`config.mk`:
```
export PLATFORM = sky130hd
export DESIGN_NAME = display_top
export DESIGN_NICKNAME = d
export VERILOG_FILES = /design/src/source/format_pkg.sv /design/src/source/display_pkg.sv /design/src/source/bcd_converter.sv /design/src/source/digit_select.sv /design/src/source/seg7_scan.sv /design/src/source/display_top.sv
export SDC_FILE = /design/constraint.sdc
export NUM_CORES = 1
export LEC_CHECK = 0
export ABC_AREA = 1
export BUFFER_PORTS_ARGS = -buffer_cell sky130_fd_sc_hd__buf_2
export CORE_MARGIN = 1
export CORE_UTILIZATION = 45
export CTS_BUF_LIST = sky130_fd_sc_hd__clkbuf_16
export CTS_CLUSTER_DIAMETER = 80
export DETAILED_ROUTE_END_ITERATION = 10
export PLACE_DENSITY_LB_ADDON = 0.2
export SLEW_MARGIN = 10
export SYNTH_ARGS = -nofsm -noshare
export SYNTH_HDL_FRONTEND = slang
export SYNTH_SLANG_ARGS = --single-unit
```
`constraint.sdc`:
```
create_clock -name CLK100MHz -period 5.98 [get_ports CLK100MHz]
set_input_delay 1.196 -clock CLK100MHz [delete_from_list [all_inputs] [get_ports CLK100MHz]]
set_output_delay 1.196 -clock CLK100MHz [all_outputs]
set_load 0.1 [all_outputs]
```
`src/source/format_pkg.sv`:
```
`default_nettype none

////////////////////////////////////////////////////
// Number format shared by converter and digit logic
////////////////////////////////////////////////////

package format_pkg;

    // Signed result width from the arithmetic unit
    localparam int bin_width_p = 32;

    // Ten digits cover 2147483648, the largest magnitude
    localparam int bcd_digits_p = 10;

    // One display digit code
    typedef logic [3:0] digit_t;

    // Codes above 9 that carry a meaning on the display
    localparam digit_t code_minus = 4'd10;  // Minus sign
    localparam digit_t code_blank = 4'd15;  // Dark digit

endpackage

`default_nettype wire

```
`src/source/display_pkg.sv`:
```
`default_nettype none

////////////////////////////////////////////////////
// Display selection, modes and segment glyphs
////////////////////////////////////////////////////

package display_pkg;

    // What the digit registers follow
    typedef enum logic [1:0] {
        input_src    = 2'd0,  // Data entry digits
        result_src   = 2'd1,  // Converted result
        hold_src     = 2'd2,  // Keep current digits
        hold_alt_src = 2'd3   // Same as hold_src
    } source_e;

    // Which group of four result digits is shown
    typedef enum logic [1:0] {
        low_group  = 2'd0,  // Digits 3..0
        mid_group  = 2'd1,  // Digits 7..4
        high_group = 2'd2,  // Sign, blank, digits 9..8
        blank_all  = 2'd3
    } mode_e;

    localparam int num_digits_p = 4;  // Display positions

    typedef logic [6:0] seg_t;  // g..a, active low

    // Glyph per digit code
    localparam seg_t glyph [16] = '{
        7'b1000000, 7'b1111001, 7'b0100100, 7'b0110000,  // 0 1 2 3
        7'b0011001, 7'b0010010, 7'b0000010, 7'b1111000,  // 4 5 6 7
        7'b0000000, 7'b0010000, 7'b0111111, 7'b1111111,  // 8 9 minus dark
        7'b1111111, 7'b1111111, 7'b1111111, 7'b1111111   // Unused codes stay dark
    };

endpackage

`default_nettype wire

```
`src/source/bcd_converter.sv`:
```
`timescale 1ns/1ps
`default_nettype none

module bcd_converter #(
    parameter int bin_width_p  = format_pkg::bin_width_p,
    parameter int bcd_digits_p = format_pkg::bcd_digits_p
) (
    input  logic                                   CLK100MHz,
    input  logic                                   reset,
    input  logic                                   start,      // One-cycle request
    input  logic [bin_width_p-1:0]                 magnitude,  // Unsigned value to convert
    output format_pkg::digit_t [bcd_digits_p-1:0]  bcd,        // Digit 0 is the ones digit
    output logic                                   ready       // One-cycle done pulse
);

    localparam int bcd_w_p = 4 * bcd_digits_p;
    localparam int cnt_w_p = $clog2(bin_width_p + 1);

    logic [bin_width_p-1:0] bin_sr;    // Binary bits still to shift in
    logic [bcd_w_p-1:0]     bcd_sr;    // Partial BCD result
    logic [bcd_w_p-1:0]     bcd_adj;   // After the add-3 pass
    logic [bcd_w_p-1:0]     bcd_next;  // After the shift
    logic [cnt_w_p-1:0]     bit_cnt;   // Bits left
    logic                   busy;
    logic                   load;
    logic                   last;

    assign load = start && !busy;  // Start is ignored mid conversion
    assign last = busy && (bit_cnt == cnt_w_p'(1));

    ////////////////////////////////////////////////////
    // One double-dabble step
    ////////////////////////////////////////////////////
    always_comb begin
        for (int i = 0; i < bcd_digits_p; i++) begin
            if (bcd_sr[4*i +: 4] >= 4'd5) begin
                bcd_adj[4*i +: 4] = bcd_sr[4*i +: 4] + 4'd3;  // Carry into the next digit on shift
            end else begin
                bcd_adj[4*i +: 4] = bcd_sr[4*i +: 4];
            end
        end
        bcd_next = {bcd_adj[bcd_w_p-2:0], bin_sr[bin_width_p-1]};  // MSB of binary enters
    end

    // Sequencing
    always_ff @(posedge CLK100MHz or posedge reset) begin
        if (reset) begin
            busy    <= 1'b0;
            bit_cnt <= '0;
            ready   <= 1'b0;
        end else begin
            ready <= last;  // High for exactly one cycle
            if (load) begin
                busy    <= 1'b1;
                bit_cnt <= cnt_w_p'(bin_width_p);
            end else if (busy) begin
                bit_cnt <= bit_cnt - 1'b1;
                if (last) busy <= 1'b0;
            end
        end
    end

    // Datapath
    always_ff @(posedge CLK100MHz) begin
        if (load) begin
            bin_sr <= magnitude;
            bcd_sr <= '0;
        end else if (busy) begin
            bin_sr <= bin_sr << 1;
            bcd_sr <= bcd_next;
        end
        if (last) bcd <= bcd_next;  // Result holds until the next conversion ends
    end

endmodule

`default_nettype wire

```
`src/source/digit_select.sv`:
```
`timescale 1ns/1ps
`default_nettype none

module digit_select #(
    parameter int bin_width_p  = format_pkg::bin_width_p,
    parameter int bcd_digits_p = format_pkg::bcd_digits_p
) (
    input  logic                                   CLK100MHz,
    input  logic                                   reset,
    input  display_pkg::source_e                   select,
    input  logic [bin_width_p-1:0]                 result_in,  // Two's complement
    input  format_pkg::digit_t                     data_ones,
    input  format_pkg::digit_t                     data_tens,
    input  format_pkg::digit_t                     data_hundreds,
    input  format_pkg::digit_t                     data_thousands,
    input  display_pkg::mode_e                     display_mode,
    input  format_pkg::digit_t [bcd_digits_p-1:0]  bcd,
    input  logic                                   ready,
    output logic                                   start,
    output logic [bin_width_p-1:0]                 magnitude,
    output format_pkg::digit_t                     ones,
    output format_pkg::digit_t                     tens,
    output format_pkg::digit_t                     hundreds,
    output format_pkg::digit_t                     thousands
);

    import format_pkg::*;
    import display_pkg::*;

    logic done;      // Digits latched for this result visit
    logic pending;   // Conversion outstanding
    logic sign;      // Captured result is negative
    logic negative;
    logic issue;

    assign negative = result_in[bin_width_p-1];
    assign issue    = (select == result_src) && !done && !pending;  // One request per visit

    // Magnitude captured with the request
    always_ff @(posedge CLK100MHz) begin
        if (issue) begin
            magnitude <= negative ? (~result_in + 1'b1) : result_in;
        end
    end

    ////////////////////////////////////////////////////
    // Control and digit registers
    ////////////////////////////////////////////////////
    always_ff @(posedge CLK100MHz or posedge reset) begin
        if (reset) begin
            start     <= 1'b0;
            done      <= 1'b0;
            pending   <= 1'b0;
            sign      <= 1'b0;
            ones      <= code_blank;  // Dark display out of reset
            tens      <= code_blank;
            hundreds  <= code_blank;
            thousands <= code_blank;
        end else begin
            start <= issue;
            if (issue) begin
                sign    <= negative;
                pending <= 1'b1;
            end
            if (ready) pending <= 1'b0;

            case (select)
                input_src: begin
                    done      <= 1'b0;  // Next result visit converts again
                    ones      <= data_ones;
                    tens      <= data_tens;
                    hundreds  <= data_hundreds;
                    thousands <= data_thousands;
                end
                result_src: begin
                    if (ready && !done) begin
                        done <= 1'b1;
                        case (display_mode)  // Mode sampled with ready
                            low_group: begin
                                ones      <= bcd[0];
                                tens      <= bcd[1];
                                hundreds  <= bcd[2];
                                thousands <= bcd[3];
                            end
                            mid_group: begin
                                ones      <= bcd[4];
                                tens      <= bcd[5];
                                hundreds  <= bcd[6];
                                thousands <= bcd[7];
                            end
                            high_group: begin
                                ones      <= bcd[8];
                                tens      <= bcd[9];
                                hundreds  <= code_blank;
                                thousands <= sign ? code_minus : code_blank;  // Leading sign
                            end
                            default: begin  // blank_all
                                ones      <= code_blank;
                                tens      <= code_blank;
                                hundreds  <= code_blank;
                                thousands <= code_blank;
                            end
                        endcase
                    end
                end
                default: begin
                    // Hold codes keep the digits as they are
                end
            endcase
        end
    end

endmodule

`default_nettype wire

```
`src/source/seg7_scan.sv`:
```
`timescale 1ns/1ps
`default_nettype none

module seg7_scan #(
    parameter int unsigned refresh_div_p = 100000  // Cycles per lit digit
) (
    input  logic                                  CLK100MHz,
    input  logic                                  reset,
    input  format_pkg::digit_t                    ones,
    input  format_pkg::digit_t                    tens,
    input  format_pkg::digit_t                    hundreds,
    input  format_pkg::digit_t                    thousands,
    output logic [display_pkg::num_digits_p-1:0]  an_out,   // Active low
    output display_pkg::seg_t                     seg_out   // Active low
);

    import format_pkg::*;
    import display_pkg::*;

    localparam int cnt_w_p = (refresh_div_p > 1) ? $clog2(refresh_div_p) : 1;
    localparam int pos_w_p = $clog2(num_digits_p);

    logic [cnt_w_p-1:0] div_cnt;  // Refresh divider
    logic [pos_w_p-1:0] pos;      // Position being lit
    logic               lit;      // Scan running
    digit_t             cur;      // Digit at pos

    ////////////////////////////////////////////////////
    // Refresh divider and position
    ////////////////////////////////////////////////////
    always_ff @(posedge CLK100MHz or posedge reset) begin
        if (reset) begin
            div_cnt <= '0;
            pos     <= '0;
            lit     <= 1'b0;
        end else if (!lit) begin
            lit <= 1'b1;  // First cycle after reset stays dark
        end else if (div_cnt == cnt_w_p'(refresh_div_p - 1)) begin
            div_cnt <= '0;
            if (pos == pos_w_p'(num_digits_p - 1)) begin
                pos <= '0;  // Wrap after thousands
            end else begin
                pos <= pos + 1'b1;
            end
        end else begin
            div_cnt <= div_cnt + 1'b1;
        end
    end

    // Digit for the current position
    always_comb begin
        case (pos)
            2'd0:    cur = ones;
            2'd1:    cur = tens;
            2'd2:    cur = hundreds;
            default: cur = thousands;
        endcase
    end

    assign an_out  = lit ? ~(num_digits_p'(1) << pos) : '1;  // One anode low
    assign seg_out = glyph[cur];  // Follows the anode in the same cycle

endmodule

`default_nettype wire

```
`src/source/display_top.sv`:
```
`timescale 1ns/1ps
`default_nettype none

module display_top #(
    parameter int unsigned refresh_div_p = 100000,
    parameter int          bin_width_p   = format_pkg::bin_width_p,
    parameter int          bcd_digits_p  = format_pkg::bcd_digits_p
) (
    input  logic                                  CLK100MHz,
    input  logic                                  reset,
    input  display_pkg::source_e                  select,        // Input or result
    input  logic [bin_width_p-1:0]                result_in,
    input  format_pkg::digit_t                    data_in_ones,  // From data entry
    input  format_pkg::digit_t                    data_in_tens,
    input  format_pkg::digit_t                    data_in_hundreds,
    input  format_pkg::digit_t                    data_in_thousands,
    input  display_pkg::mode_e                    display_mode,
    output logic [display_pkg::num_digits_p-1:0]  an_out,
    output display_pkg::seg_t                     seg_out,
    output logic [1:0]                            LEDs_out       // Current display mode
);

    import format_pkg::*;

    ////////////////////////////////////////////////////
    // Internal wiring
    ////////////////////////////////////////////////////
    logic                           start;
    logic                           ready;
    logic [bin_width_p-1:0]         magnitude;
    digit_t [bcd_digits_p-1:0]      bcd;
    digit_t                         ones;
    digit_t                         tens;
    digit_t                         hundreds;
    digit_t                         thousands;

    assign LEDs_out = display_mode;

    digit_select #(
        .bin_width_p  (bin_width_p),
        .bcd_digits_p (bcd_digits_p)
    ) u_digit_select (
        .CLK100MHz      (CLK100MHz),
        .reset          (reset),
        .select         (select),
        .result_in      (result_in),
        .data_ones      (data_in_ones),
        .data_tens      (data_in_tens),
        .data_hundreds  (data_in_hundreds),
        .data_thousands (data_in_thousands),
        .display_mode   (display_mode),
        .bcd            (bcd),
        .ready          (ready),
        .start          (start),
        .magnitude      (magnitude),
        .ones           (ones),
        .tens           (tens),
        .hundreds       (hundreds),
        .thousands      (thousands)
    );

    bcd_converter #(
        .bin_width_p  (bin_width_p),
        .bcd_digits_p (bcd_digits_p)
    ) u_bcd_converter (
        .CLK100MHz (CLK100MHz),
        .reset     (reset),
        .start     (start),
        .magnitude (magnitude),
        .bcd       (bcd),
        .ready     (ready)
    );

    seg7_scan #(
        .refresh_div_p (refresh_div_p)
    ) u_seg7_scan (
        .CLK100MHz (CLK100MHz),
        .reset     (reset),
        .ones      (ones),
        .tens      (tens),
        .hundreds  (hundreds),
        .thousands (thousands),
        .an_out    (an_out),
        .seg_out   (seg_out)
    );

endmodule

`default_nettype wire

```
==> flow_summary_export.csv, run 1 <==
group,metric,value,unit
timing,finalSetupTns,0,ns
synth,yosysMostFrequentCell,"nand2_1",
grt,antenna_found_initial,0,
synth,yosysSeqAreaShare,52.9,%
critical_path,path_cells,"ha_1 -> inv_2 -> nand2_1 -> o22ai_4 -> inv_1 -> ha_1 -> nand3_1 -> nand2_1 -> nand2_1 -> nand2_1 -> buf_2",
finish,drive_gt1_share,13.3,%
clocking,insertion_delay,0.44,ns
synth,synth_seq_cells,192,
critical_path,critPathRequiredTime,4.78,ns
timing,worstMarginPinSlew,1.16,ns
die,placementRows,53,
synth,ys_warn_count,0,
clocking,ctsResizeCount,0,
grt,grt_start_max_net_pins,76,
power,power,4.78,mW
critical_path,crit_buf_inv,3,
critical_path,critical_path_class,"flip-flop to output pin",
power,leakage,4.79,nW
timing,hold_violations,0,
synth,syn_area,9720,um^2
timing,setup_viol,0,
drt,viasPerCell,4.95,
clocking,clock-root-buffer,"clkbuf_16",
drt,totalWireLength,19900,um
synth,yosys-top-cells-count,"354 x nand2_1, 112 x inv_1, 104 x edfxtp_1, 104 x nor2_1, 89 x o21ai_0",
clocking,clk_pin_slew,0.07,ns
worst_hold_path,hold_path_end,"u_bcd_converter.bcd[0]$_DFFE_PP_",
die,ios,67,
clocking,cts_setup_buffers,0,
drt,drc,0,
power,clock_power_share,22.5,%
timing,rsz0062_at_grt,"false",
clocking,htreeDepth,4,
die,dieHeight,149,um
grt,grt_pass1_vias,6804,
die,start_util,46.1,%
critical_path,rr_startpoint,"u_bcd_converter.busy$_DFF_PP0_",
timing,slew_viol_final,0,
critical_path,worstRegToRegCells,5,
timing,finalCriticalPeriod,3.86,ns
drt,drtPass1Iterations,6,
critical_path,cp-start-kind,"flip-flop",
timing,relSlewSlack,22.2,%
finish,num_antenna_cells,0,
synth,synth_area_leaders,"edfxtp_1 32%, nand2_1 14%, dfrtp_1 8.2%",
worst_hold_path,min_path_cells,0,
place,numPortBuffers,66,
clocking,cts_tree,"yes",
drt,avgRoutedWirePerCell,13.4,um
worst_hold_path,hold_path_class,"flip-flop to flip-flop",
clocking,cts_buffers,17,
power,power.density,442,nW/um^2
synth,syn-num-nets,1223,
power,p_comb_share,32.2,%
power,ir_drop,0.210,mV
grt,grt_usage,18.9,%
finish,finalNetCount,1283,
finish,nFillCells,2067,
drt,drt_iter0_drc,394,
die,coreArea,21100,um^2
power,intPower,2.98,mW
run_status,outcome,"finished clean",
finish,synthToLayoutAreaGrowth,11.5,%
grt,grt_first_pass_wirelength,33200,um
power,swShare,37.7,%
run,maxCapViolations,0,
power,p_seq_share,45.4,%
timing,finalCritPeriodShare,64.5,%
synth,ys_types,44,
place,hpwlAfterDp,14200,um
finish,multi_input_area,4000,um^2
die,die_w,149,um
critical_path,critPathArrivalTime,2.66,ns
grt,overflow,0,
synth,synth-edff-count,104,
clocking,holdBufCountCts,0,
drt,antenna_left,0,
critical_path,cpMostUsedCell,"nand2_1",
clocking,clock_path_buffers,2,
critical_path,crit_family,"buffers and inverters",
worst_hold_path,hp-start,"u_bcd_converter.bin_sr[31]$_DFFE_PP_",
finish,seq_area,5140,um^2
critical_path,r2r-end,"u_bcd_converter.bin_sr[31]$_DFFE_PP_",
drt,num_vias,7356,
die,dieArea,22200,um^2
critical_path,critPathCaptureType,"output pin",
place,gp_congestion,0.896,
place,dpl_cell_area,10300,um^2
place,dp.cells,1454,
synth,netlist.area_leader.share,32.1,%
synth,netlist_instances,1138,
critical_path,crit_fanout,7,
timing,timing.clock.skew,0.0131,ns
critical_path,slowest_delay,0.42,ns
finish,final_cells,1486,
critical_path,critPathSlowestCell,"buf_2",
synth,synth_area_leader_cell,"edfxtp_1",
synth,async_reset_ff_share,25.0,%
synth,syn_avg_cell_area,8.54,um^2
timing,fmax,259,MHz
power,switchingPower,1.80,mW
critical_path,r2r_slack,3.07,ns
clocking,cts.sinks,192,
finish,fin_area,10800,um^2
synth,synth-main-ff-cell,"edfxtp_1",
registers in the layout, summed over array words and instances (netlist names), 2 cells and up:
signal and count:
u_bcd_converter.bcd 40, u_digit_select.hundreds 4, u_seg7_scan.pos 2, u_bcd_converter.bin_sr 32
u_seg7_scan.div_cnt 17, u_digit_select.tens 4, u_digit_select.ones 4, u_digit_select.magnitude 32
u_bcd_converter.bcd_sr 40, u_digit_select.thousands 4, u_bcd_converter.bit_cnt 6
power groups by stage:
stage               sequential (mW)  combinational (mW)  clock (mW)
global placement               2.19                1.51           0
finish                         2.17                1.54        1.07
floorplan                      2.12                1.23           0
detailed placement             2.19                1.56           0
CTS                            2.17                1.56        1.10
global route                   2.22                1.79        1.15
worst register-to-register path, stage by stage, from the launching register on:
cell,delay (ns)
dfrtp_1,0.37
buf_4,0.29
nor2_4,0.65
clkinv_1,1.00
nand2_1,0.29
nand2_1,0.07
metal layers:
layer,global-route usage [%],wire length (um),vias to the layer above
met5,0,0,-
met2,30.3,9120,144
met3,3.12,751,14
met4,5.36,178,0
li1,-,-,3820
met1,26.4,9840,3378
layout by cell type, fill, tap and decap left out, types with 4 or more instances in the layout:
master,count
edfxtp_1,104
nand2_2,5
nand2_1,353
o21ai_0,89
nor3_1,9
o21ai_1,8
nand3_1,55
nor2_1,103
dfstp_2,16
or2_2,9
inv_6,4
xnor2_1,6
nand4_1,11
inv_1,111
dfrtp_1,32
nor2_2,7
clkbuf_16,17
dfxtp_1,40
inv_2,7
nor2_4,4
ha_1,31
a21oi_1,46
buf_2,66
xor2_1,30
o221ai_1,6
metrics by stage:
stage / setup slack (ns) / utilization (%) / hold WS [ns]
2_1_floorplan: 1.87 / - / 0.427
3_3_place_gp: 2.62 / 48.8 / 0.458
3_5_place_dp: 2.57 / 48.8 / 0.450
4_1_cts: 2.09 / 51.4 / 0.470
5_1_grt: 1.98 / 51.4 / 0.485
6_report: 2.12 / 51.4 / 0.472
worst max-delay path by stage:
stage	start	end	slack (ns)	cells past startpoint
final	u_seg7_scan.pos[0]$_DFFE_PP0P_	seg_out[3]	2.12	11
after global routing	u_seg7_scan.pos[0]$_DFFE_PP0P_	seg_out[3]	1.98	11
after CTS	u_seg7_scan.pos[0]$_DFFE_PP0P_	seg_out[3]	2.09	11
after detailed placement	u_seg7_scan.pos[0]$_DFFE_PP0P_	seg_out[3]	2.57	11
after global placement	u_seg7_scan.pos[0]$_DFFE_PP0P_	seg_out[3]	2.62	11
after floorplan	u_seg7_scan.pos[0]$_DFFE_PP0P_	seg_out[4]	1.87	9
cell families after synthesis:
kind of cell	count (synthesis)	share of synthesized area (%)
flops	192	52.9
simple gates	569	24.6
other cells	1	0.0386
buf+inv	146	6.04
xor+xnor	36	3.24
fa+ha+maj	31	3.99
compound gates	163	9.18
layout make-up:
type | instances | share of cell area, %
clock inverter | 15 | 1.16
sequential | 192 | 47.5
multi-input combinational | 800 | 36.9
tap | 275 | 3.18
timing repair buffer | 68 | 3.19
clock buffer | 17 | 3.93
inverter | 119 | 4.12
(Power assumes the default switching activity.)
==> run 2, diff against run 1 <==
Clock period 5.98 ns to 3.6 ns, I/O delays scaled along.
==> run 2 against run 1 <==
  * Sequential cell count is the same
  * Critical endpoint unchanged
  * Die area unchanged
  * Clock power increased by 67%
  * Clock skew down 0.0041 ns
  * Combinational power grew 66%
  * Highest routed layer unchanged
  * Core utilization increased by 0.24 points
  * Global-route usage increased by 0.14 points
==> flow_summary_export.csv, run 2 (synthesis results as in run 1) <==
group,metric,value,unit
run_status,outcome,"finished clean",
finish,fin_util,51.6,%
timing,timing.clock.skew,0.00903,ns
drt,avgRoutedWirePerCell,13.3,um
timing,finalCriticalPeriod,3.41,ns
critical_path,crit_fanout,7,
clocking,cts_tree,"yes",
power,leakage,4.82,nW
finish,drive_gt1_share,13.7,%
drt,totalWireLength,19900,um
finish,final_cell_mix,"353 x nand2_1, 112 x inv_1, 104 x edfxtp_1",
clocking,clock-root-buffer,"clkbuf_16",
worst_hold_path,min_path_cells,2,
place,dpl_cell_area,10300,um^2
grt,grt_pass1_vias,6926,
power,ir_drop,0.388,mV
clocking,clk_pin_slew,0.07,ns
die,dieArea,22200,um^2
clocking,clock_path_buffers,2,
grt,grt_start_max_net_pins,49,
critical_path,worstRegToRegCells,3,
die,coreArea,21100,um^2
drt,antenna_left,0,
critical_path,critPathRequiredTime,2.88,ns
timing,relSlewSlack,32.9,%
finish,num_antenna_cells,0,
finish,finalNetCount,1288,
clocking,htreeDepth,4,
die,start_util,46.1,%
drt,drtPass1Iterations,5,
die,die_w,149,um
power,power.density,732,nW/um^2
grt,antenna_found_initial,0,
timing,hold_violations,0,
place,gp_congestion,0.894,
clocking,insertion_delay,0.43,ns
clocking,cts_setup_buffers,0,
die,placementRows,53,
finish,layout_commonest_cell,"nand2_1",
drt,viasPerCell,4.97,
timing,whs,0.475,ns
power,power,7.97,mW
die,ios,67,
worst_hold_path,hold_path_class,"flip-flop to flip-flop",
drt,drt_iter0_drc,421,
place,hpwlAfterDp,14300,um
clocking,cts_buffers,17,
timing,rsz0062_at_grt,"false",
drt,num_vias,7416,
critical_path,rr_startpoint,"u_bcd_converter.busy$_DFF_PP0_",
timing,fmax,294,MHz
critical_path,cp-start-kind,"flip-flop",
finish,synthToLayoutAreaGrowth,12.0,%
finish,largest_registers,"u_bcd_converter.bcd (40), u_bcd_converter.bcd_sr (40)",
worst_hold_path,hold_path_end,"u_digit_select.ones[1]$_DFFE_PP1P_",
grt,grt_usage,19.1,%
place,numPortBuffers,66,
clocking,holdBufCountCts,0,
grt,grt_first_pass_wirelength,33500,um
die,dieHeight,149,um
timing,worstMarginPinSlew,1.01,ns
critical_path,r2r-end,"u_bcd_converter.bcd[4]$_DFFE_PP_",
timing,setup_viol,0,
timing,slew_viol_final,0,
critical_path,critPathArrivalTime,2.69,ns
drt,drc,0,
worst_hold_path,hp-start,"u_digit_select.ones[1]$_DFFE_PP1P_",
critical_path,r2r_slack,1.20,ns
run,maxCapViolations,0,
timing,finalCritPeriodShare,94.6,%
finish,fin_area,10900,um^2
clocking,cts.sinks,192,
finish,seq_area,5140,um^2
timing,finalSetupTns,0,ns
finish,multi_input_area,4000,um^2
critical_path,critical_path_class,"flip-flop to output pin",
critical_path,critPathCaptureType,"output pin",
clocking,ctsResizeCount,0,
grt,overflow,0,
finish,nFillCells,2030,
[run 2: metrics by stage]
stage | std cells | setup slack [ns]
floorplan | 1138 | 0.0892
global placement | 1459 | 0.712
detailed placement | 1459 | 0.646
CTS | 1491 | 0.179
global route | 1491 | 0.0775
finish | 1491 | 0.194
[run 2: worst max-delay path: stages, from the launching register on]
cell and delay, ns:
dfrtp_1 0.41, ha_1 0.30, inv_2 0.17, nand2_1 0.11, o22ai_4 0.19, inv_1 0.09
ha_1 0.30, nand3_1 0.07, nand2_1 0.08, nand2_1 0.05, nand2_1 0.06, buf_2 0.41
[run 2: final cells by class]
type	count	share of cell area, %
flip-flops and latches	192	47.3
multi-input cells	800	36.7
inverters	119	4.10
clock buffers	17	3.91
repair buffers	73	3.63
well taps	275	3.16
clock inverters	15	1.17
[run 2: report_power, final]
part           internal [mW]  switching [mW]
clock network          0.908           0.877
logic                  0.832            1.72
registers               3.23           0.400
[run 2: worst max path at each step]
stage,from,end,slack (ns),cells after the start
finish,u_seg7_scan.pos[0]$_DFFE_PP0P_,seg_out[3],0.19,11
global route,u_seg7_scan.pos[0]$_DFFE_PP0P_,seg_out[3],0.08,11
CTS,u_seg7_scan.pos[0]$_DFFE_PP0P_,seg_out[3],0.18,11
detailed placement,u_seg7_scan.pos[0]$_DFFE_PP0P_,seg_out[3],0.65,11
global placement,u_seg7_scan.pos[0]$_DFFE_PP0P_,seg_out[3],0.71,11
floorplan,u_seg7_scan.pos[0]$_DFFE_PP0P_,seg_out[1],0.09,7
[run 2: metal layers]
metal	wire, um	track usage [%]	part of all wire [%]	vias up
li1	-	-	-	3834
met1	9980	26.6	50	3434
met2	8950	30.3	45	128
met3	668	3.21	3.4	20
met4	256	5.97	1.3	0
met5	0	0	0	-
